$ cat src/mem_map_pkg.sv
// ====================
// region encoding and I/O nibble type
// ====================

`default_nettype none

package mem_map_pkg;

    // region hit by a request address
    typedef enum logic [1:0] {
        REGION_NONE = 2'd0,
        REGION_DMEM = 2'd1,
        REGION_GPI  = 2'd2,
        REGION_GPO  = 2'd3
    } region_e;

    // one 4-bit I/O port
    typedef logic [3:0] gpio_t;

endpackage

`default_nettype wire

$ cat src/mmio_regs.sv
// ====================
// input sampling register and
// output register
// ====================

`default_nettype none

module mmio_regs (
    input  wire logic               clk,
    input  wire logic               rst_n,
    input  wire mem_map_pkg::gpio_t gpi,
    input  wire logic               gpo_we,
    input  wire mem_map_pkg::gpio_t gpo_data,
    output mem_map_pkg::gpio_t      gpi_q,
    output mem_map_pkg::gpio_t      gpo_q
);

    // pins sampled every cycle
    always_ff @(posedge clk or negedge rst_n) begin
        if (!rst_n) begin
            gpi_q <= '0;
        end else begin
            gpi_q <= gpi;
        end
    end

    always_ff @(posedge clk or negedge rst_n) begin
        if (!rst_n) begin
            gpo_q <= '0;
        end else if (gpo_we) begin
            gpo_q <= gpo_data;
        end
    end

endmodule

`default_nettype wire

$ cat config.mk
export PLATFORM = sky130hd
export DESIGN_NAME = mmio_regs
export DESIGN_NICKNAME = d
export VERILOG_FILES = /design/src/mem_map_pkg.sv /design/src/mmio_regs.sv
export SDC_FILE = /design/constraint.sdc
export NUM_CORES = 1
export LEC_CHECK = 0
export BUFFER_PORTS_ARGS = -buffer_cell sky130_fd_sc_hd__buf_2
export CAP_MARGIN = 10
export CORE_AREA = 2 2 39 41
export DETAILED_ROUTE_END_ITERATION = 6
export DIE_AREA = 0 0 41 43
export GPL_TIMING_DRIVEN = 0
export PLACE_DENSITY_LB_ADDON = 0.1
export SLEW_MARGIN = 0
export SYNTH_ARGS = -nofsm -noshare
export SYNTH_HDL_FRONTEND = slang
export SYNTH_SLANG_ARGS = --single-unit
$ cat constraint.sdc
create_clock -name clk -period 1.1 [get_ports clk]
set_clock_uncertainty 0.15 [all_clocks]
set_input_delay 0.11 -clock clk [delete_from_list [all_inputs] [get_ports clk]]
set_output_delay 0.11 -clock clk [all_outputs]
set_load 0.005 [all_outputs]
# After elaboration in Yosys (flattened, before gate mapping)
# Index checks and enable logic that the tools add are counted.
dict set report totals {
  ff_bits 8
  input_bits 11
  output_inout_bits 8
  word_cells 2
}

# Depth between registers and ports, before layout
# Gate-level depths: netlist (run 1).
dict set report logic_depth {
  depth_word 0
  depth_mapped 1
  depth_no_buf 1
}

# Least setup slack after synthesis (run 1)
# OpenSTA, ideal clock, no wires.
dict set report synth_path {
  path_kind {register -> register}
  from {register, netlist name gpo_q[0]}
  to {register gpo_q[0]}
  setup_ps 125
  arrival_time_ps 612
  required_ps 825
  path_slack_ps 213
  path_stages_with_launch 2
  n_path_buf 0
  synth_period_minus_slack_ps 887
  path_cell_list {dfrtp_1 mux2_2}
}
# element line_no
set synth_rtl {}
lappend synth_rtl {{end signal, assigned} mmio_regs.sv:31} ;# gpo_q <= gpo_data;
lappend synth_rtl {{end, declared} mmio_regs.sv:15} ;# output mem_map_pkg::gpio_t gpo_q

# Worst setup path in the final report (run 1)
dict set report layout_path {
  from {input gpo_data[0]}
  to {register gpo_q[0]}
}
# element line_no
set layout_rtl {}
lappend layout_rtl {{start, declared} mmio_regs.sv:13} ;# input wire mem_map_pkg::gpio_t gpo_data,
# No word-level cell between the ends.

==> flow_metrics.py, run 1 <==
metrics = {
    "grt": {
        "grt_usage_pct": 7.30,
        "grt_pass1_wl_um": 821,
        "antenna_found_initial": 0,
        "overflow": 0,
        "grt_pass1_vias": 249,
        "grt_max_degree": 9,
    },
    "clock_tree": {
        "cts_root_buf": "clkbuf_4",
        "numCtsBuffers": 3,
        "clk_path_buf_depth": 2,
        "cts_num_sinks": 8,
        "clock_latency_ns": 0.24,
        "htree_levels": 1,
        "cts_tree": "built",
        "path_clk_slew_ns": 0.05,
        "cts.repair.resized": 0,
    },
    "timing": {
        "fin_crit_ns": 1.03,
        "fmax_mhz": 969,
        "setup_tns_ns": 0,
        "hold_viol": 0,
        "setup_viol": 0,
        "post-route-period-util_pct": 93.8,
        "tightestPinTransition_ns": 0.173,
        "slew_violations": 0,
        "grt_setup_unrepaired": "false",
        "whs_ns": 0.0341,
        "relSlewSlack_pct": 88.5,
    },
    "routing": {
        "via_count": 208,
        "wl_met2_um": 259,
        "drt_wl_total_um": 544,
        "antenna_left": 0,
        "dr.max_layer_used": "met3",
        "routed-wl-met3_um": 73,
        "wl_met1_um": 210,
        "wl_per_cell_um": 9.38,
        "drt-pass1-iter-count": 3,
        "drc_errors": 0,
        "post_drt_via_cell_ratio": 3.59,
        "drt_iter0_drc": 1,
    },
    "cells_and_area": {
        "final_common_cell": "buf_2",
        "final_cell_area_um2": 468,
        "fin_nets": 55,
        "nFillCells": 132,
        "final_core_util_pct": 33.8,
        "final_cell_mix": "buf_2, dlygate4sd3_1, dfrtp_1",
        "area_growth_pct": 90.8,
        "drive_gt1_share_pct": 59.5,
        "antennaDiodeCount": 0,
    },
    "logic_synthesis": {
        "synth_xor_area_share_pct": 0,
        "synth_cell_types": 2,
        "synth_seq_cells": 8,
        "synth_simple_gate_area_share_pct": 0,
        "seq_area_frac_synth_pct": 81.6,
        "synth_top_family_by_area": "multiplexers",
        "syn_avg_cell_area_um2": 20.4,
        "syn_inst": 12,
        "synth_compound_area_share_pct": 0,
        "synth-adder-area-share_pct": 0,
        "synth.yosys.warnings": 0,
        "syn_nets": 23,
        "synth_area_um2": 245,
        "muxShareOfSynthArea_pct": 18.4,
    },
    "setup_path": {
        "crit_type": "in2reg",
        "cp-start-kind": "primary input",
        "worstPathArrival_ns": 1.01,
        "worstPathMaxFanout": 1,
        "cp.required_ns": 1.07,
        "endpoint_kind": "flip-flop",
    },
    "floorplanning": {
        "die_h_um": 43,
        "fp.dieArea_um2": 1760,
        "chipWidth_um": 41,
        "start_util_pct": 17.7,
        "rows": 14,
        "pin_count": 19,
        "coreArea_um2": 1380,
    },
    "placed_design": {
        "io_buffers": 18,
        "post_dp_cell_area_um2": 355,
        "gp_congestion": 0.527,
    },
    "run": {
        "maxCapViolations": 0,
    },
    "pwr": {
        "cellLeakagePower_nw": 0.231,
        "power_density_nw_per_um2": 1320,
        "vdd_drop_max_v": 0.000716,
    },
    "status": {
        "outcome": "complete, no violations",
    },
    "worst_hold_path": {
        "min_path_type": "in2reg",
    },
}
==> through the flow <==
step                cells  setup WS, ns  total power, W
floorplan              12         0.213        0.000349
global placement       46         0.227        0.000394
detailed placement     46         0.206        0.000397
CTS                    58        0.0640        0.000635
global route           58        0.0546        0.000664
finish                 58        0.0683        0.000618
==> cell usage after synthesis, drive strengths merged <==
cell | number | area share, %
dfrtp | 8 | 82
mux2 | 4 | 18
==> metal layers <==
metal / vias up / GRT usage (%)
li1: 100 / -
met4: 0 / 2.00
met5: - / 0
met3: 0 / 6.81
met2: 16 / 12.8
met1: 92 / 4.98
==> kinds of logic after synthesis <==
kind of cell and Yosys count:
flops 8, mux 4
==> state kept, by name, summed over array words and instances, names as in the netlist <==
signal	count
gpi_q	4
gpo_q	4
==> final cells by class <==
type                            instances  area (µm²)  share of cell area [%]
Clock buffer                            3        22.5                    4.81
Sequential cell                         8         200                    42.8
Tap cell                               16        20.0                    4.28
Timing Repair Buffer                   27         180                    38.5
Multi-Input combinational cell          4        45.0                    9.63
==> where the power goes <==
group | leakage, nW | switching [W] | total, W | internal, W
Combinational | 0.124 | 0.0000291 | 0.0000895 | 0.0000603
Sequential | 0.0934 | 0.00000776 | 0.000325 | 0.000317
Clock | 0.0138 | 0.0000798 | 0.000203 | 0.000123
Total | 0.231 | 0.000117 | 0.000618 | 0.000501
==> worst max-delay path, cell delays in order <==
cell and delay [ns]:
dlygate4sd3_1 0.53, buf_2 0.12, mux2_2 0.25
==> final timing paths <==
kind	startpoint	to	slack, ns	cells after the start
worst max-delay path	gpo_data[0]	gpo_q[0]	0.07	3
worst max register to register	gpo_q[2]	gpo_q[2]	0.21	1
min in group asynchronous	rst_n	gpi_q[0]	0.08	2
max in group asynchronous	rst_n	gpo_q[2]	0.56	2
worst min register to register	gpo_q[0]	gpo_q[0]	0.35	1
worst min-delay path	gpo_we	gpo_q[0]	0.03	2
==> timing repair <==
| action | 4_1_cts | 5_1_grt |
|---|---|---|
| buffers inserted | 0 | 0 |
| hold endpoints to repair | 16 | 0 |
| hold buffers | 9 | 0 |
(Power assumes the default switching activity.)
==> run 2: changes to the inputs <==
RECOVER_POWER = 25   (was default)
==> flow_metrics.py, run 2 (same netlist as run 1, synthesis figures left out) <==
metrics = {
    "clock_tree": {
        "cts.repair.resized": 0,
        "cts_num_sinks": 8,
        "clk_path_buf_depth": 2,
        "cts_root_buf": "clkbuf_4",
        "cts_hold_buffers": 9,
        "clock_latency_ns": 0.24,
        "path_clk_slew_ns": 0.05,
        "numCtsBuffers": 3,
        "cts_tree": "built",
        "cts.repair_timing.setup_buffer_count": 0,
        "htree_levels": 1,
    },
    "pwr": {
        "cellLeakagePower_nw": 0.229,
        "p_switching_w": 0.000117,
        "power_density_nw_per_um2": 1320,
        "p_seq_share_pct": 52.7,
        "vdd_drop_max_v": 0.000716,
        "power_frac_comb_pct": 14.4,
        "p_int_w": 0.000500,
        "swShare_pct": 18.9,
        "power_frac_clock_pct": 32.9,
    },
    "placed_design": {
        "placed_cells": 46,
        "gp_congestion": 0.527,
        "post_dp_cell_area_um2": 355,
        "preCtsSetupSlack_ns": 0.206,
        "io_buffers": 18,
    },
    "routing": {
        "drt_iter0_drc": 1,
        "drt_wl_total_um": 541,
        "post_drt_via_cell_ratio": 3.60,
        "via_count": 209,
        "antenna_left": 0,
        "drt-pass1-iter-count": 3,
        "wl_per_cell_um": 9.33,
        "drc_errors": 0,
    },
    "timing": {
        "post-route-period-util_pct": 93.8,
        "hold_viol": 0,
        "grt_setup_unrepaired": "false",
        "relSlewSlack_pct": 72.9,
        "slew_violations": 0,
        "setup_tns_ns": 0,
        "setup_viol": 0,
        "fmax_mhz": 969,
        "fin_crit_ns": 1.03,
        "tightestPinTransition_ns": 0.407,
        "setup_ws_ns": 0.0683,
    },
    "cells_and_area": {
        "final_cell_mix": "buf_2, dlygate4sd3_1, dfrtp_1",
        "area_growth_pct": 90.3,
        "fin_nets": 55,
        "nFillCells": 133,
        "final_cells": 58,
        "top_regs": "gpi_q (4), gpo_q (4)",
        "seqCellArea_um2": 200,
        "final_cell_area_um2": 467,
        "final_core_util_pct": 33.7,
        "drive_gt1_share_pct": 57.1,
        "antennaDiodeCount": 0,
        "final_common_cell": "buf_2",
        "multi_input_area_um2": 45.0,
    },
    "grt": {
        "grt_max_degree": 9,
        "overflow": 0,
        "grt_usage_pct": 7.30,
        "grt_pass1_wl_um": 821,
        "antenna_found_initial": 0,
        "grt_pass1_vias": 249,
    },
    "setup_path": {
        "endpoint_kind": "flip-flop",
        "r2r_slack_ns": 0.21,
        "slowest_stage": "dlygate4sd3_1",
        "cp.required_ns": 1.07,
        "timing.rr.start": "gpo_q[2]",
        "crit_type": "in2reg",
        "cp_cell_sequence": "dlygate4sd3_1 > buf_2 > mux2_2",
        "slowest_delay_ns": 0.53,
        "crit_path_start": "gpo_data[0]",
        "path_buf_inv": 2,
        "worstPathMaxFanout": 1,
        "cp-start-kind": "primary input",
        "worstPathArrival_ns": 1.01,
        "cp_top_family": "buffers and inverters",
        "r2r_end": "gpo_q[2]",
        "rr_worst_depth": 1,
    },
    "worst_hold_path": {
        "hold_end": "gpo_q[0]",
        "hp-start": "gpo_we",
        "whs_path_depth": 2,
        "min_path_type": "in2reg",
    },
    "floorplanning": {
        "die_h_um": 43,
        "rows": 14,
        "coreArea_um2": 1380,
        "start_util_pct": 17.7,
        "fp.dieArea_um2": 1760,
        "pin_count": 19,
        "chipWidth_um": 41,
    },
    "status": {
        "outcome": "complete, no violations",
    },
    "run": {
        "maxCapViolations": 0,
    },
}
## run 2: per-layer routing
metal | vias up | GRT usage [%] | part of all wire (%)
met1 | 93 | 4.98 | 38
li1 | 100 | - | -
met5 | - | 0 | 0
met2 | 16 | 12.8 | 48
met3 | 0 | 6.81 | 13
met4 | 0 | 2.00 | 0
## run 2: worst max-delay path by stage
stage	cells past startpoint	slack (ns)	to
detailed placement	1	0.21	gpo_q[2]
global route	3	0.05	gpo_q[1]
finish	3	0.07	gpo_q[0]
CTS	3	0.06	gpo_q[0]
floorplan	1	0.21	gpo_q[0]
global placement	1	0.23	gpo_q[3]
## run 2: area by class of cell
cell class              instances  share of cell area [%]
flip-flops and latches          8                    42.9
well taps                      16                    4.29
multi-input cells               4                    9.65
repair buffers                 27                    38.3
clock buffers                   3                    4.83
## run 2: power groups by stage
stage / combinational, W / clock (W) / sequential, W
2_1_floorplan: 0.0000153 / 0 / 0.000333
3_3_place_gp: 0.0000654 / 0 / 0.000329
3_5_place_dp: 0.0000673 / 0 / 0.000330
4_1_cts: 0.0000918 / 0.000218 / 0.000325
5_1_grt: 0.0000991 / 0.000238 / 0.000327
6_report: 0.0000889 / 0.000203 / 0.000325
## run 2: metrics by stage
stage / total power, W / hold WS (ns)
after floorplan: 0.000349 / -0.336
after global placement: 0.000394 / -0.194
after detailed placement: 0.000397 / -0.189
after CTS: 0.000635 / 0.0339
after global routing: 0.000664 / 0.0283
final: 0.000617 / 0.0341
