[config.mk]
export PLATFORM = sky130hd
export DESIGN_NAME = store_aligner
export DESIGN_NICKNAME = d
export VERILOG_FILES = /design/src/mem_map_pkg.sv /design/src/lsu_types_pkg.sv /design/src/store_aligner.sv
export VERILOG_INCLUDE_DIRS = /design/src /design/src/src
export SDC_FILE = /design/constraint.sdc
export NUM_CORES = 1
export LEC_CHECK = 0
export ABC_AREA = 0
export BUFFER_PORTS_ARGS = -buffer_cell sky130_fd_sc_hd__buf_2
export CORE_MARGIN = 2
export CORE_UTILIZATION = 31
export CTS_BUF_LIST = sky130_fd_sc_hd__clkbuf_4 sky130_fd_sc_hd__clkbuf_8
export DETAILED_ROUTE_END_ITERATION = 7
export HOLD_SLACK_MARGIN = 0.03
export PLACE_DENSITY = 0.67
export SETUP_SLACK_MARGIN = 0.4
export SLEW_MARGIN = 20
export SYNTH_ARGS = -nofsm -noshare
export SYNTH_HDL_FRONTEND = slang
export SYNTH_SLANG_ARGS = --single-unit
[constraint.sdc]
create_clock -name clk -period 2.1 [get_ports clk]
set_clock_uncertainty 0.15 [all_clocks]
set_input_delay 0.21 -clock clk [delete_from_list [all_inputs] [get_ports clk]]
set_output_delay 0.21 -clock clk [all_outputs]
set_load 0.02 [all_outputs]
[src/lsu_macros.svh]
// ====================
// address map, lane count and bank depth
// for the load/store unit
// ====================

`ifndef LSU_MACROS_SVH
`define LSU_MACROS_SVH

// byte lanes per data word
`define LSU_LANES       4

// data memory size and per-lane depth
`define LSU_DMEM_BYTES  4096
`define LSU_LANE_DEPTH  1024
`define LSU_LANE_AW     10

// memory map
`define LSU_DMEM_BASE   32'h0000_8000
`define LSU_GPI_ADDR    32'h0000_F000
`define LSU_GPO_ADDR    32'h0000_F004

`endif
[src/mem_map_pkg.sv]
// ====================
// region encoding and I/O nibble type
// ====================

`default_nettype none

package mem_map_pkg;

    // region hit by a request address
    typedef enum logic [1:0] {
        REGION_NONE = 2'd0,
        REGION_DMEM = 2'd1,
        REGION_GPI  = 2'd2,
        REGION_GPO  = 2'd3
    } region_e;

    // one 4-bit I/O port
    typedef logic [3:0] gpio_t;

endpackage

`default_nettype wire

[src/lsu_types_pkg.sv]
// ====================
// operation encoding, request, lane write
// and pending-load types
// ====================

`default_nettype none

`include "lsu_macros.svh"

package lsu_types_pkg;

    typedef logic [31:0] word_t;

    // bit 3 set for stores
    typedef enum logic [3:0] {
        OP_LB  = 4'h0,
        OP_LH  = 4'h1,
        OP_LW  = 4'h2,
        OP_LBU = 4'h4,
        OP_LHU = 4'h5,
        OP_SB  = 4'h8,
        OP_SH  = 4'h9,
        OP_SW  = 4'ha
    } lsu_op_e;

    typedef struct packed {
        lsu_op_e op;
        word_t   addr;
        word_t   wdata;
    } lsu_req_t;

    // shared by all banks, one we bit and one byte per lane
    typedef struct packed {
        logic [`LSU_LANES-1:0]        we;
        logic [`LSU_LANES-1:0][7:0]   data;
        logic [`LSU_LANE_AW-1:0]      addr;
    } lane_wr_t;

    typedef struct packed {
        logic                  valid;
        lsu_op_e               op;
        logic [1:0]            offset;
        mem_map_pkg::region_e  region;
    } pend_load_t;

endpackage

`default_nettype wire

[src/store_aligner.sv]
// ====================
// region decode, store lane alignment
// and pending-load register
// ====================

`default_nettype none

`include "lsu_macros.svh"

module store_aligner (
    input  wire logic                    clk,
    input  wire logic                    rst_n,
    input  wire logic                    req_valid,
    input  wire lsu_types_pkg::lsu_req_t req,
    output lsu_types_pkg::lane_wr_t      lane_wr,
    output logic                         gpo_we,
    output mem_map_pkg::gpio_t           gpo_data,
    output lsu_types_pkg::pend_load_t    pend
);

    logic [31:0]           dmem_off;
    logic [1:0]            offset;
    mem_map_pkg::region_e  region;
    logic                  is_load;
    logic                  is_store;
    logic [`LSU_LANES-1:0] store_mask;

    assign dmem_off = req.addr - `LSU_DMEM_BASE;
    assign offset   = req.addr[1:0];

    // ====================
    // decode
    // ====================

    // the only place the address map is looked at
    always_comb begin
        if (dmem_off < `LSU_DMEM_BYTES) begin
            region = mem_map_pkg::REGION_DMEM;
        end else if (req.addr == `LSU_GPI_ADDR) begin
            region = mem_map_pkg::REGION_GPI;
        end else if (req.addr == `LSU_GPO_ADDR) begin
            region = mem_map_pkg::REGION_GPO;
        end else begin
            region = mem_map_pkg::REGION_NONE;
        end
    end

    always_comb begin
        is_load    = 1'b0;
        is_store   = 1'b0;
        store_mask = '0;
        case (req.op)
            lsu_types_pkg::OP_LB, lsu_types_pkg::OP_LH, lsu_types_pkg::OP_LW,
            lsu_types_pkg::OP_LBU, lsu_types_pkg::OP_LHU: begin
                is_load = 1'b1;
            end
            lsu_types_pkg::OP_SB: begin
                is_store   = 1'b1;
                store_mask = 4'b0001 << offset;
            end
            lsu_types_pkg::OP_SH: begin
                is_store = 1'b1;
                // halfword at offset 3 would straddle the word, dropped
                if (offset != 2'd3) begin
                    store_mask = 4'b0011 << offset;
                end
            end
            lsu_types_pkg::OP_SW: begin
                is_store   = 1'b1;
                store_mask = 4'b1111;
            end
            default: begin
                is_load  = 1'b0;
                is_store = 1'b0;
            end
        endcase
    end

    // ====================
    // store path
    // ====================

    always_comb begin
        lane_wr.we   = (req_valid && region == mem_map_pkg::REGION_DMEM) ? store_mask : '0;
        lane_wr.data = req.wdata << {offset, 3'b000};
        lane_wr.addr = dmem_off[`LSU_LANE_AW+1:2];
        if (req.op == lsu_types_pkg::OP_SW) begin
            lane_wr.data = req.wdata;
        end
    end

    // any store size reaches the output register
    assign gpo_we   = req_valid && is_store && (region == mem_map_pkg::REGION_GPO);
    assign gpo_data = req.wdata[3:0];

    // load record, consumed by the extractor one cycle later
    always_ff @(posedge clk or negedge rst_n) begin
        if (!rst_n) begin
            pend <= '0;
        end else begin
            pend.valid  <= req_valid && is_load;
            pend.op     <= req.op;
            pend.offset <= offset;
            pend.region <= region;
        end
    end

    a_legal_op: assert property (
        @(posedge clk) disable iff (!rst_n)
        req_valid |-> (is_load || is_store)
    ) else $error("illegal op 0x%0h on a strobed request", req.op);

endmodule

`default_nettype wire

* Yosys cells after proc, flatten, opt, wreduce, memory -nomap -nowiden
Index checks and enable logic that the tools add are counted.
Word-level totals: output and inout bits 60, latch bits 0, bits of input ports 71, bits in registers 9, memories 0, logic and storage cells 37, bits in writable memories 0, bits in read-only memories 0
Operators by class: bitwise gates (word level) 0, add/subtract/negate cells 1, shift-type cells 3, reduce and logical (&&, ||, !) cells 7, $lt $le $gt $ge 1, multiplexer cells 9, eq/ne operators 12, multipliers 0, divide/modulo/power cells 0
Operators with widths (count):
- 32-bit by 16-bit == test with 1-bit output (second input constant) | 2
- 32-bit by 13-bit < comparator with 1-bit output (second input constant) | 1
- 32-bit two-way mux | 1
- 32-bit by 5-bit left shift with 32-bit output | 1
- 32-bit by 16-bit subtractor with 32-bit output (second input constant) | 1
- 4-bit == test (second input constant) | 3
- 4-bit case mux with 3 select lines | 1
- 4-bit by 3-bit == test with 1-bit output (second input constant) | 2
- 4-bit two-way mux | 2
- 2-bit two-way mux | 3
- 5-bit OR reduction | 1
- 4-bit by 1-bit == test with 1-bit output (second input constant) | 1
- 4-bit by 2-bit == test with 1-bit output (second input constant) | 1
- 1-bit logical AND | 4
- 4-bit zero test | 1
- 1-bit by 2-bit left shift with 4-bit output (first input constant) | 1
- 2-bit by 2-bit left shift with 4-bit output (first input constant) | 1
- 3-bit OR reduction | 1
- 2-bit by 1-bit == test with 1-bit output (second input constant) | 1
- 2-bit == test (second input constant) | 1
- 1-bit two-way mux | 2
- 2-bit inequality test (second input constant) | 1

* Depth between registers and ports, before layout
word-level depth 7, gate-level depth with buffers 8

* Worst setup path after synthesis
OpenSTA, ideal clock, no wires.
path type input to output, start point input port req[33] (netlist name), end point output port gpo_we, arrival 1.891 ns, buffers on the path 1, stages on the path 8, setup slack -0.151 ns, path through inv_1 -> clkbuf_1 -> ha_1 -> nor4b_1 -> nand4b_1 -> nor4_1 -> nand2_1 -> nor2_1
Between the ends: longest elaborated chain between the ends 6
Ends and longest elaborated chain:
- start: declaration | line store_aligner.sv:14 | input wire lsu_types_pkg::lsu_req_t req,
- branches (longest 3 deep; another with 32-bit by 16-bit subtractor with 32-bit output)
- 2-bit two-way mux (*) | line store_aligner.sv:37 | if (dmem_off < `LSU_DMEM_BYTES) begin
- named net region[1] | line store_aligner.sv:23 | mem_map_pkg::region_e region;
- 2-bit == test (*) | line store_aligner.sv:93 | assign gpo_we = req_valid && is_store && (region == mem_map_pkg::REGION_GPO);
- 1-bit logical AND (*) | line store_aligner.sv:93
- end: declaration | line store_aligner.sv:16 | output logic gpo_we,
Mark *: on every way through the listed nets, which the timed path passes.

==> flow_summary.toml <==
[yosys]
synth_seq_cells = 9
yosysTopAreaCell = "dfrtp_1"
ys_seq_area_share_pct = 14.7
postSynthAreaPerCell_sq_um = 7.11
yosys-top-cells-area = "dfrtp_1, a21oi_1, a22oi_1, buf_4, ha_1"
synthArstFlopShare_pct = 100
synth_cells = 215
yosysTopAreaCellShare_pct = 14.7
synth.distinct_cells = 41
netlist_area_sq_um = 1530
ys.flop_type = "dfrtp_1"
synth_edf_count = 0
ys_warn_count = 0
synth.net_count = 293

[critical_path]
setup.worst_path.start_class = "input port"
path_max_fanout = 6
cp-end-kind = "output pin"
required_ps = 1740
cp_data_arrival_time_ps = 1840
critical_path_class = "input port to output pin"

[route]
dr.first_iter.drc_count = 92
wl_microns = 6830
vias = 2270
firstDrtPassIters = 4
wl_per_cell_microns = 15.9
ant_nets = 0
drc = 0
vias_per_cell = 5.29

[layout]
fillCellCount = 380
seqCellArea_sq_um = 225
multi_input_area_sq_um = 1670
fin_cells = 429
fin_nets = 441
final_util_pct = 70.2
antenna_cells = 0
mostFrequentLayoutCells = "buf_2, buf_6, buf_4"
postLayoutCellArea_sq_um = 3340
regMostFlops = "pend"
largest_reg_flops = 9
final_layout_size_suffix_gt1_share_pct = 72.9
layout_commonest_cell = "buf_2"
reg_top3 = "pend (9)"
areaGrowthSynthToFinish_pct = 118

[floorplanning]
fp.dieH_microns = 74.2
initial_core_util_pct = 32.2
core_area_sq_um = 4750
dieArea_sq_um = 5510
die_w_microns = 74.2
rows = 25
io-pin-count = 131

[grt]
use_met2_pct = 44.0
grt_use_total_pct = 22.8
met3_usage_pct = 2.71
top_usage_layer = "met2"
grt_pass1_wl_microns = 9980
grt_pass1_vias = 2209
grt_use_met1_pct = 26.4
antenna_found_initial = 0
grt_max_degree = 27
overflow = 0

[place]
dp_hpwl_microns = 4260
place_congestion = 0.782
port_buffers = 130
dpl.cell_count = 406
place_area_sq_um = 2480

[run_status]
failed_checks = "setup timing"
outcome = "finished, violations left"

[pwr]
p_total_uw = 1080
power.density_nw_per_um2 = 324
peakVddDrop_uv = 192
p_leak_uw = 0.00153

[sta]
max-slew-margin-rel_pct = 63.5
final-setup-viol-count = 4
fin_tns_setup_ps = -259
slew_viol_final = 0
clock.fmax_mhz = 455
grt_setup_unrepaired = "yes"
fin_ws_ps = -99.2
finalCritPeriodShare_pct = 105
finalCriticalPeriod_ps = 2200
max_slew.worst_pin.slew_ps = 545
hold_violations = 0

[clock_network]
cts_buffers = 3
cts_max_path_buffers = 2
cts.sinks = 9
clk_pin_slew_worst_paths_ps = 40
cts_root_buf = "clkbuf_8"
h-tree-depth = 1
cts_tree = "yes"

[flow_run]
drv_cap = 0

[worst_hold_path]
hp-class = "input port to register"
routing by layer:
metal	wire length [microns]	part of all wire [%]
met4	128	1.9
met5	0	0
met1	2740	40
met3	328	4.8
met2	3630	53
timing repair:
item / CTS / global route
gates resized for setup: 117 / 48
endpoints found under the setup margin: 33 / 38
endpoints found under the hold margin: 10 / 0
hold buffers: 2 / 0
cloned: 2 / 1
buffers inserted: 11 / 3
pin swaps: 20 / 16
power by group:
group          leakage (uW)  switching (uW)  internal (uW)
clock             0.0000262            63.1            145
combinational       0.00140             369            324
sequential         0.000111            1.65            181
path summary, 6_finish.rpt:
| path | from | to | slack (ps) | cells past startpoint |
|---|---|---|---|---|
| max in group asynchronous | rst_n | pend[8] | 1420 | 2 |
| worst min-delay path | req[66] | pend[6] | 40 | 2 |
| worst max-delay path | req[54] | lane_wr[44] | -100 | 9 |
| min in group asynchronous | rst_n | pend[0] | 210 | 2 |
cells by family (layout without fill, tap and decap cells):
family	Yosys count	after routing	synth area share, %
mux	8	8	5.56
flops	9	9	14.7
compound gates	64	64	27.8
simple gates	92	92	33.4
xor+xnor	2	2	1.15
buf+inv	33	180	11.6
fa+ha+maj	7	7	5.73
layout make-up:
class | count | area share (%)
Multi-Input combinational cell | 173 | 50.1
Timing Repair Buffer | 170 | 38.3
Sequential cell | 9 | 6.74
Tap cell | 67 | 2.51
Clock buffer | 4 | 1.46
Inverter | 6 | 0.824
critical path: stages:
cell and delay (ps):
buf_6 90, nor4_4 270, buf_6 170, nand4_1 100
a211oi_1 290, buf_4 170, o221ai_4 180, nor3_4 210
buf_6 140
cells in the mapped netlist (all sizes together), types with 4 or more instances:
cell    number
o31ai        6
buf         15
mux2i        4
clkbuf      12
nor4b        5
dfrtp        9
nand2       16
a22oi       14
nand4        4
mux2         4
o21ai       15
a21oi       21
nor2b       10
nor2        23
and3        10
inv          5
ha           7
nor3        10
metrics by stage:
step	hold WS, ps	setup WS [ps]
after floorplan	-236	62.3
after global placement	-86.7	-159
after detailed placement	-86.0	-255
after CTS	35.3	-98.6
after global routing	44.3	-232
final	39.8	-99.2
Power figures use the tool's default switching activity.
