<file path="src/lsu_macros.svh">
// ====================
// address map, lane count and bank depth
// for the load/store unit
// ====================

`ifndef LSU_MACROS_SVH
`define LSU_MACROS_SVH

// byte lanes per data word
`define LSU_LANES       4

// data memory size and per-lane depth
`define LSU_DMEM_BYTES  4096
`define LSU_LANE_DEPTH  1024
`define LSU_LANE_AW     10

// memory map
`define LSU_DMEM_BASE   32'h0000_8000
`define LSU_GPI_ADDR    32'h0000_F000
`define LSU_GPO_ADDR    32'h0000_F004

`endif
</file>
<file path="src/mem_map_pkg.sv">
// ====================
// region encoding and I/O nibble type
// ====================

`default_nettype none

package mem_map_pkg;

    // region hit by a request address
    typedef enum logic [1:0] {
        REGION_NONE = 2'd0,
        REGION_DMEM = 2'd1,
        REGION_GPI  = 2'd2,
        REGION_GPO  = 2'd3
    } region_e;

    // one 4-bit I/O port
    typedef logic [3:0] gpio_t;

endpackage

`default_nettype wire

</file>
<file path="src/lsu_types_pkg.sv">
// ====================
// operation encoding, request, lane write
// and pending-load types
// ====================

`default_nettype none

`include "lsu_macros.svh"

package lsu_types_pkg;

    typedef logic [31:0] word_t;

    // bit 3 set for stores
    typedef enum logic [3:0] {
        OP_LB  = 4'h0,
        OP_LH  = 4'h1,
        OP_LW  = 4'h2,
        OP_LBU = 4'h4,
        OP_LHU = 4'h5,
        OP_SB  = 4'h8,
        OP_SH  = 4'h9,
        OP_SW  = 4'ha
    } lsu_op_e;

    typedef struct packed {
        lsu_op_e op;
        word_t   addr;
        word_t   wdata;
    } lsu_req_t;

    // shared by all banks, one we bit and one byte per lane
    typedef struct packed {
        logic [`LSU_LANES-1:0]        we;
        logic [`LSU_LANES-1:0][7:0]   data;
        logic [`LSU_LANE_AW-1:0]      addr;
    } lane_wr_t;

    typedef struct packed {
        logic                  valid;
        lsu_op_e               op;
        logic [1:0]            offset;
        mem_map_pkg::region_e  region;
    } pend_load_t;

endpackage

`default_nettype wire

</file>
<file path="src/load_extractor.sv">
// ====================
// load lane select, extension
// and I/O readback
// ====================

`default_nettype none

`include "lsu_macros.svh"

module load_extractor (
    input  wire lsu_types_pkg::pend_load_t        pend,
    input  wire logic [`LSU_LANES-1:0][7:0]       lane_rdata,
    input  wire mem_map_pkg::gpio_t               gpi_q,
    input  wire mem_map_pkg::gpio_t               gpo_q,
    output logic                                  rsp_valid,
    output lsu_types_pkg::word_t                  rsp_data
);

    logic [15:0] sel_half;
    logic [7:0]  sel_byte;
    logic        is_lw;

    assign rsp_valid = pend.valid;
    assign is_lw     = (pend.op == lsu_types_pkg::OP_LW);

    // offset 3 halfword falls back to lanes 1 and 0
    always_comb begin
        case (pend.offset)
            2'd1:    sel_half = {lane_rdata[2], lane_rdata[1]};
            2'd2:    sel_half = {lane_rdata[3], lane_rdata[2]};
            default: sel_half = {lane_rdata[1], lane_rdata[0]};
        endcase
        sel_byte = lane_rdata[pend.offset];
    end

    // ====================
    // response mux
    // ====================

    always_comb begin
        rsp_data = '0;
        case (pend.region)
            mem_map_pkg::REGION_DMEM: begin
                case (pend.op)
                    lsu_types_pkg::OP_LB:  rsp_data = {{24{sel_byte[7]}}, sel_byte};
                    lsu_types_pkg::OP_LBU: rsp_data = {24'd0, sel_byte};
                    lsu_types_pkg::OP_LH:  rsp_data = {{16{sel_half[15]}}, sel_half};
                    lsu_types_pkg::OP_LHU: rsp_data = {16'd0, sel_half};
                    default:               rsp_data = lane_rdata;
                endcase
            end
            // I/O answers word loads only
            mem_map_pkg::REGION_GPI: begin
                if (is_lw) begin
                    rsp_data = {28'd0, gpi_q};
                end
            end
            mem_map_pkg::REGION_GPO: begin
                if (is_lw) begin
                    rsp_data = {28'd0, gpo_q};
                end
            end
            default: rsp_data = '0;
        endcase
    end

    // a never-written lane byte shows up here as X
    always_comb begin
        if (rsp_valid) begin
            a_rsp_known: assert final (!$isunknown(rsp_data))
                else $error("load response data unknown");
        end
    end

endmodule

`default_nettype wire

</file>
<file path="config.mk">
export PLATFORM = sky130hd
export DESIGN_NAME = load_extractor
export DESIGN_NICKNAME = d
export VERILOG_FILES = /design/src/mem_map_pkg.sv /design/src/lsu_types_pkg.sv /design/src/load_extractor.sv
export VERILOG_INCLUDE_DIRS = /design/src /design/src/src
export SDC_FILE = /design/constraint.sdc
export NUM_CORES = 1
export LEC_CHECK = 0
export BUFFER_PORTS_ARGS = -buffer_cell sky130_fd_sc_hd__buf_4
export CAP_MARGIN = 30
export CORE_MARGIN = 5
export CORE_UTILIZATION = 31
export DETAILED_ROUTE_END_ITERATION = 10
export PLACE_DENSITY_LB_ADDON = 0.12
export SLEW_MARGIN = 20
export SYNTH_ARGS = -nofsm -noshare
export SYNTH_HDL_FRONTEND = slang
export SYNTH_SLANG_ARGS = --single-unit
</file>
<file path="constraint.sdc">
create_clock -name vclk -period 2.7
set_input_delay 0.54 -clock vclk [all_inputs]
set_output_delay 0.54 -clock vclk [all_outputs]
set_load 0.01 [all_outputs]
</file>
Yosys cells after proc, flatten, opt, wreduce, memory -nomap -nowiden
Index checks and enable logic that the tools add are counted.
- multiplexer cells: 7
- reductions and logical operators: 1
- eq/ne operators: 9
- order comparisons: 1
- operators by type and width (kind ; number):
    32-bit one-hot mux with 4 select lines ; 1
    32-bit one-hot mux with 3 select lines ; 1
    16-bit one-hot mux with 2 select lines ; 1
    8-bit binary-select mux with 2-bit select ; 1
    4-bit by 3-bit equality test with 1-bit output, second input constant ; 2
    4-bit two-way mux ; 2
    8-bit two-way mux ; 1
    2-bit equality test, second input constant ; 3
    2-bit by 1-bit equality test with 1-bit output, second input constant ; 2
    4-bit by 1-bit equality test with 1-bit output, second input constant ; 1
    4-bit by 2-bit equality test with 1-bit output, second input constant ; 1
    4-bit zero test ; 1
    2-bit by 3-bit < comparator with 1-bit output, second input constant ; 1
- bits in registers: 0
- logic and storage cells: 18
- bits of input ports: 49
- output and inout port bits: 33

Depth between registers and ports, before layout
- word-level depth: 4
- gate-level depth with buffers: 10
- depth with buffers taken out: 6

Worst setup path before layout
No wires, ideal clock.
- kind: input port to output port
- start: in pend[2] in the netlist's numbering
- end: out rsp_data[16]
- path buffers: 4
- stages: 10
- data arrival time: 2234 ps
- path slack: -74 ps
- data required time: 2160 ps
- cells stage by stage: clkbuf_1 inv_1 ha_1 clkbuf_1 a221o_1 nand3_1 a21o_1 buf_4 buf_6 nor2_1
- cells in the longest elaborated chain, start to end: 4
- elaborated cells on any way between the ends: 7
- classes of those cells: eq/ne: 2; mux: 5
- RTL lines (what ; RTL line ; text):
    from (decl) ; load_extractor.sv:11 ; input wire lsu_types_pkg::pend_load_t pend,
    2-bit equality test (tied with other cells) ; load_extractor.sv:28 ; case (pend.offset)
    16-bit one-hot mux with 2 select lines / 8-bit two-way mux (equally long branches) ; load_extractor.sv:28, load_extractor.sv:33 ;
    32-bit one-hot mux with 4 select lines (*) ; load_extractor.sv:44 ; case (pend.op)
    32-bit one-hot mux with 3 select lines (*) ; load_extractor.sv:42 ; case (pend.region)
    to (decl) ; load_extractor.sv:16 ; output lsu_types_pkg::word_t rsp_data
Mark *: on every way between the ends. The rest lies on a longest branch, timed or not. The select of a mux whose other input is x is not followed.

Worst setup path in the final report
- start: in pend[2] in the netlist's numbering
- end: out rsp_data[24]
The elaborated chain is that of the path after synthesis.

==> impl_summary.md <==
Drt
Once detail routing completed, the nets flagged for antenna violations numbered 0. After the first detailed-routing iteration, the DRC count stood at 125. The number of vias in the routed layout is approximately 1700. The final routed wire length divided by cell count is 15.18 um. The routed via count divided by cell count is between 5 and 6. For this run, design rule violations remaining after detail routing come to 0. The first TritonRoute pass finished after 4 iterations. Summed over all layers, the routed wires come to around 4600 um.

Synth
Of all cell types, the one taking the most synthesized area is sky130_fd_sc_hd__a21oi_1. Summing the areas of all fa, ha and maj instances in the mapped netlist gives 2.331% of the synthesized area. After synthesis the cells add up to 1074 sq um. Of the total synthesized cell area, the portion taken by AND, OR, NAND and NOR gates is between 20% and 30%. The mean instance size in the synthesized netlist is roughly 6 sq um.

The most frequent cell after synthesis is sky130_fd_sc_hd__a21oi_1. In the post-synthesis netlist, the biggest area contributors are sky130_fd_sc_hd__a21oi_1 13%, sky130_fd_sc_hd__mux4_2 10%, sky130_fd_sc_hd__o21ai_0 8.4%. The multiplexer share of the synthesized area is ~14%.

Summing the areas of all compound-gate instances in the mapped netlist gives a little under half of the synthesized area. The number of nets handed over by synthesis was around 230. The register area share after synthesis is 0%. The main combinational cell family by area after synthesis is compound AO/OA/AOI/OAI gates. The top cell type by area accounts for 12.59% of the synthesized area. Counting instances in the post-synthesis netlist gives the leading cell types as 27 x sky130_fd_sc_hd__a21oi_1, 22 x sky130_fd_sc_hd__nand2_1, 22 x sky130_fd_sc_hd__nor2_1.

The synthesis warning total is 0. In this run, distinct cell masters in the synthesized netlist total 32. The number of standard cells after synthesis is between 150 and 200.

The synthesized netlist devotes 0% of its cell area to XOR and XNOR gates.

Setup path
Data on the critical path arrives at its endpoint at between 2 and 2.5 ns. Data on the critical path is required at its endpoint by roughly 2.2 ns. The maximum net fanout on the critical path is 14. Walking the worst path, the cells encountered are buf_4 > buf_4 > mux4_2 > a21oi_4 > a21o_1 > buf_12 > nor2_1 > buf_4. The worst setup path is launched from a primary input.

The cell with the biggest individual delay on the critical path is sky130_fd_sc_hd__mux4_2. The destination of the critical timing path is rsp_data[24]. The library cell appearing most often on the critical path is sky130_fd_sc_hd__buf_4. The classification of the worst setup path is primary input to output pin.

The largest stage delay on the critical path is roughly 0.56 ns. The timing startpoint of the critical path is pend[2]. The element type at the critical path end is an output pin.

Floorplanning
The starting density of the core is 32.17%. During I/O placement, the number of pins put on the boundary was 82. The total die area is 4740 sq um.

After floorplanning, the core was sized to cover 3337 sq um. The placement row count is 21. In this run the vertical extent of the chip is just under 70 um. From left edge to right edge, the die measures between 60 and 70 um.

Placement
At the end of routability-driven placement, the weighted congestion stood at 0.8229. The count of placed standard cells including taps is 304. The detailed placer's ending HPWL is 3721 um. The total of buffers placed on input and output ports is 80. The standard cell area after detailed placement is around 1800 sq um.

CTS
The post-CTS setup buffer count is 0.

STA
The setup total negative slack is 0 ns. The number of slew-limit violations in the final report came to 0. The final setup violation count is 0. Setup repair after global routing left no endpoint under its margin.

The count of final hold-check violations is 0. Counting I/O delays and the setup requirement, the final critical path takes 2.584 ns. In this run the tightest slew margin relative to its limit is 67.27%. The final clock period utilization by the worst path is approximately 96%. At the pin with the least slew margin, the transition time is around 0.49 ns. The highest clock frequency the design can meet is approximately 390 MHz.

Finish
From synthesis to final layout, the design area changed by 69.46%. Leaving out filler cells and counting taps, the final layout contains just over 300. The number of diodes added for antenna fixing is 0. For this run, the post-layout net count is between 300 and 400. The register area is 0 sq um. The design has 0 sequential cells.

Counting the fill cells in the layout gives between 300 and 400. The final design area excluding fillers is 1819 sq um. The layout clock buffer count is 0. The fraction of layout instances using a drive strength above 1 is about 42%.

Global routing
The pin count of the biggest net entering global routing is 17. The initial antenna violation count is 0. The number of global-route vias before repair came to about 1500. For this run, the total global-route usage over all layers was measured as around 19%. The first global-routing pass estimated roughly 7000 um of wire. The total congestion overflow after global routing is 0.

Power and ir drop
The power per unit of standard cell area is approximately 170 nW/um^2. The switching power is around 150 uW. The reported leakage power is about 0.00086 uW. The switching power share of the total is 47.92%. Of the total power, registers draw 0%. The internal power is approximately 160 uW. The overall power after layout is 305.5 uW. IR analysis of the VDD net gives a maximum drop of 0.06035 mV.

The fraction of power consumed by combinational cells is 100.0%. The part of the power in the clock network is 0%.

Status
The run finished with clean final reports.

Hold path
The startpoint of the lowest-slack hold path is pend[8]. Counting instances, the worst hold path has a depth of 0. The class of the most critical hold timing path is primary input to output pin.

Job
The max-capacitance violation count is 0.
==> worst min path at each step <==
stage / end / slack [ns]
after global placement: rsp_valid / 1.08
after floorplan: rsp_valid / 1.17
after CTS: rsp_valid / 1.08
final: rsp_valid / 1.08
after global routing: rsp_valid / 1.08
after detailed placement: rsp_valid / 1.08
==> layout make-up <==
type	instances	area [sq um]	share of cell area (%)
Inverter	6	22.52	1.238
Tap cell	46	57.56	3.164
Timing Repair Buffer	99	755.7	41.54
Multi-Input combinational cell	153	983.4	54.06
==> routing by layer <==
layer	global-route usage, %	share of wire, %	up-vias
met5	0	0	-
met4	0.4866	0	0
met3	2.269	9.1	0
met2	33.81	48	77
met1	26.48	42	753
li1	-	-	827
==> stage by stage <==
| stage | setup slack, ns | hold slack, ns | util (%) |
|---|---|---|---|
| detailed placement | 0.01622 | 1.080 | 54.14 |
| CTS | 0.01558 | 1.080 | 54.14 |
| global route | 0.03005 | 1.080 | 54.52 |
| floorplan | 0.04241 | 1.172 | - |
| finish | 0.1164 | 1.080 | 54.52 |
| global placement | 0.05855 | 1.080 | 54.14 |
==> cell usage in the layout, fill, tap and decap left out, types with 5 or more instances in the layout <==
cell,Yosys,routed
sky130_fd_sc_hd__a21oi_1,27,27
sky130_fd_sc_hd__a221oi_1,7,7
sky130_fd_sc_hd__a22oi_1,11,11
sky130_fd_sc_hd__buf_4,2,98
sky130_fd_sc_hd__inv_1,6,6
sky130_fd_sc_hd__mux4_2,5,5
sky130_fd_sc_hd__nand2_1,22,22
sky130_fd_sc_hd__nor2_1,22,22
sky130_fd_sc_hd__nor3_1,5,5
sky130_fd_sc_hd__o21ai_0,18,18
==> power groups by stage <==
stage               clock, uW  sequential, uW  combinational, uW
finish                      0               0                306
global route                0               0                338
floorplan                   0               0                147
detailed placement          0               0                301
global placement            0               0                301
CTS                         0               0                303
==> timing repair <==
action | in CTS | in global routing
setup endpoints to repair | 0 | 7
hold endpoints to repair | 0 | 0
hold buffers | 0 | 0
gates resized for setup | 0 | 3
==> logic make-up after synthesis <==
| kind of cell | Yosys count |
|---|---|
| adder cells (fa/ha/maj) | 2 |
| AO/OA/AOI/OAI | 79 |
| buffers and inverters | 23 |
| multiplexers | 9 |
| AND/OR/NAND/NOR | 63 |
==> critical path: cells and delay by family <==
family | cells | cell delay [ns]
buffers and inverters | 4 | 0.54
multiplexers | 1 | 0.56
AND/OR/NAND/NOR | 1 | 0.05
AO/OA/AOI/OAI | 2 | 0.35
No activity file was read; power rests on OpenSTA's default activity.
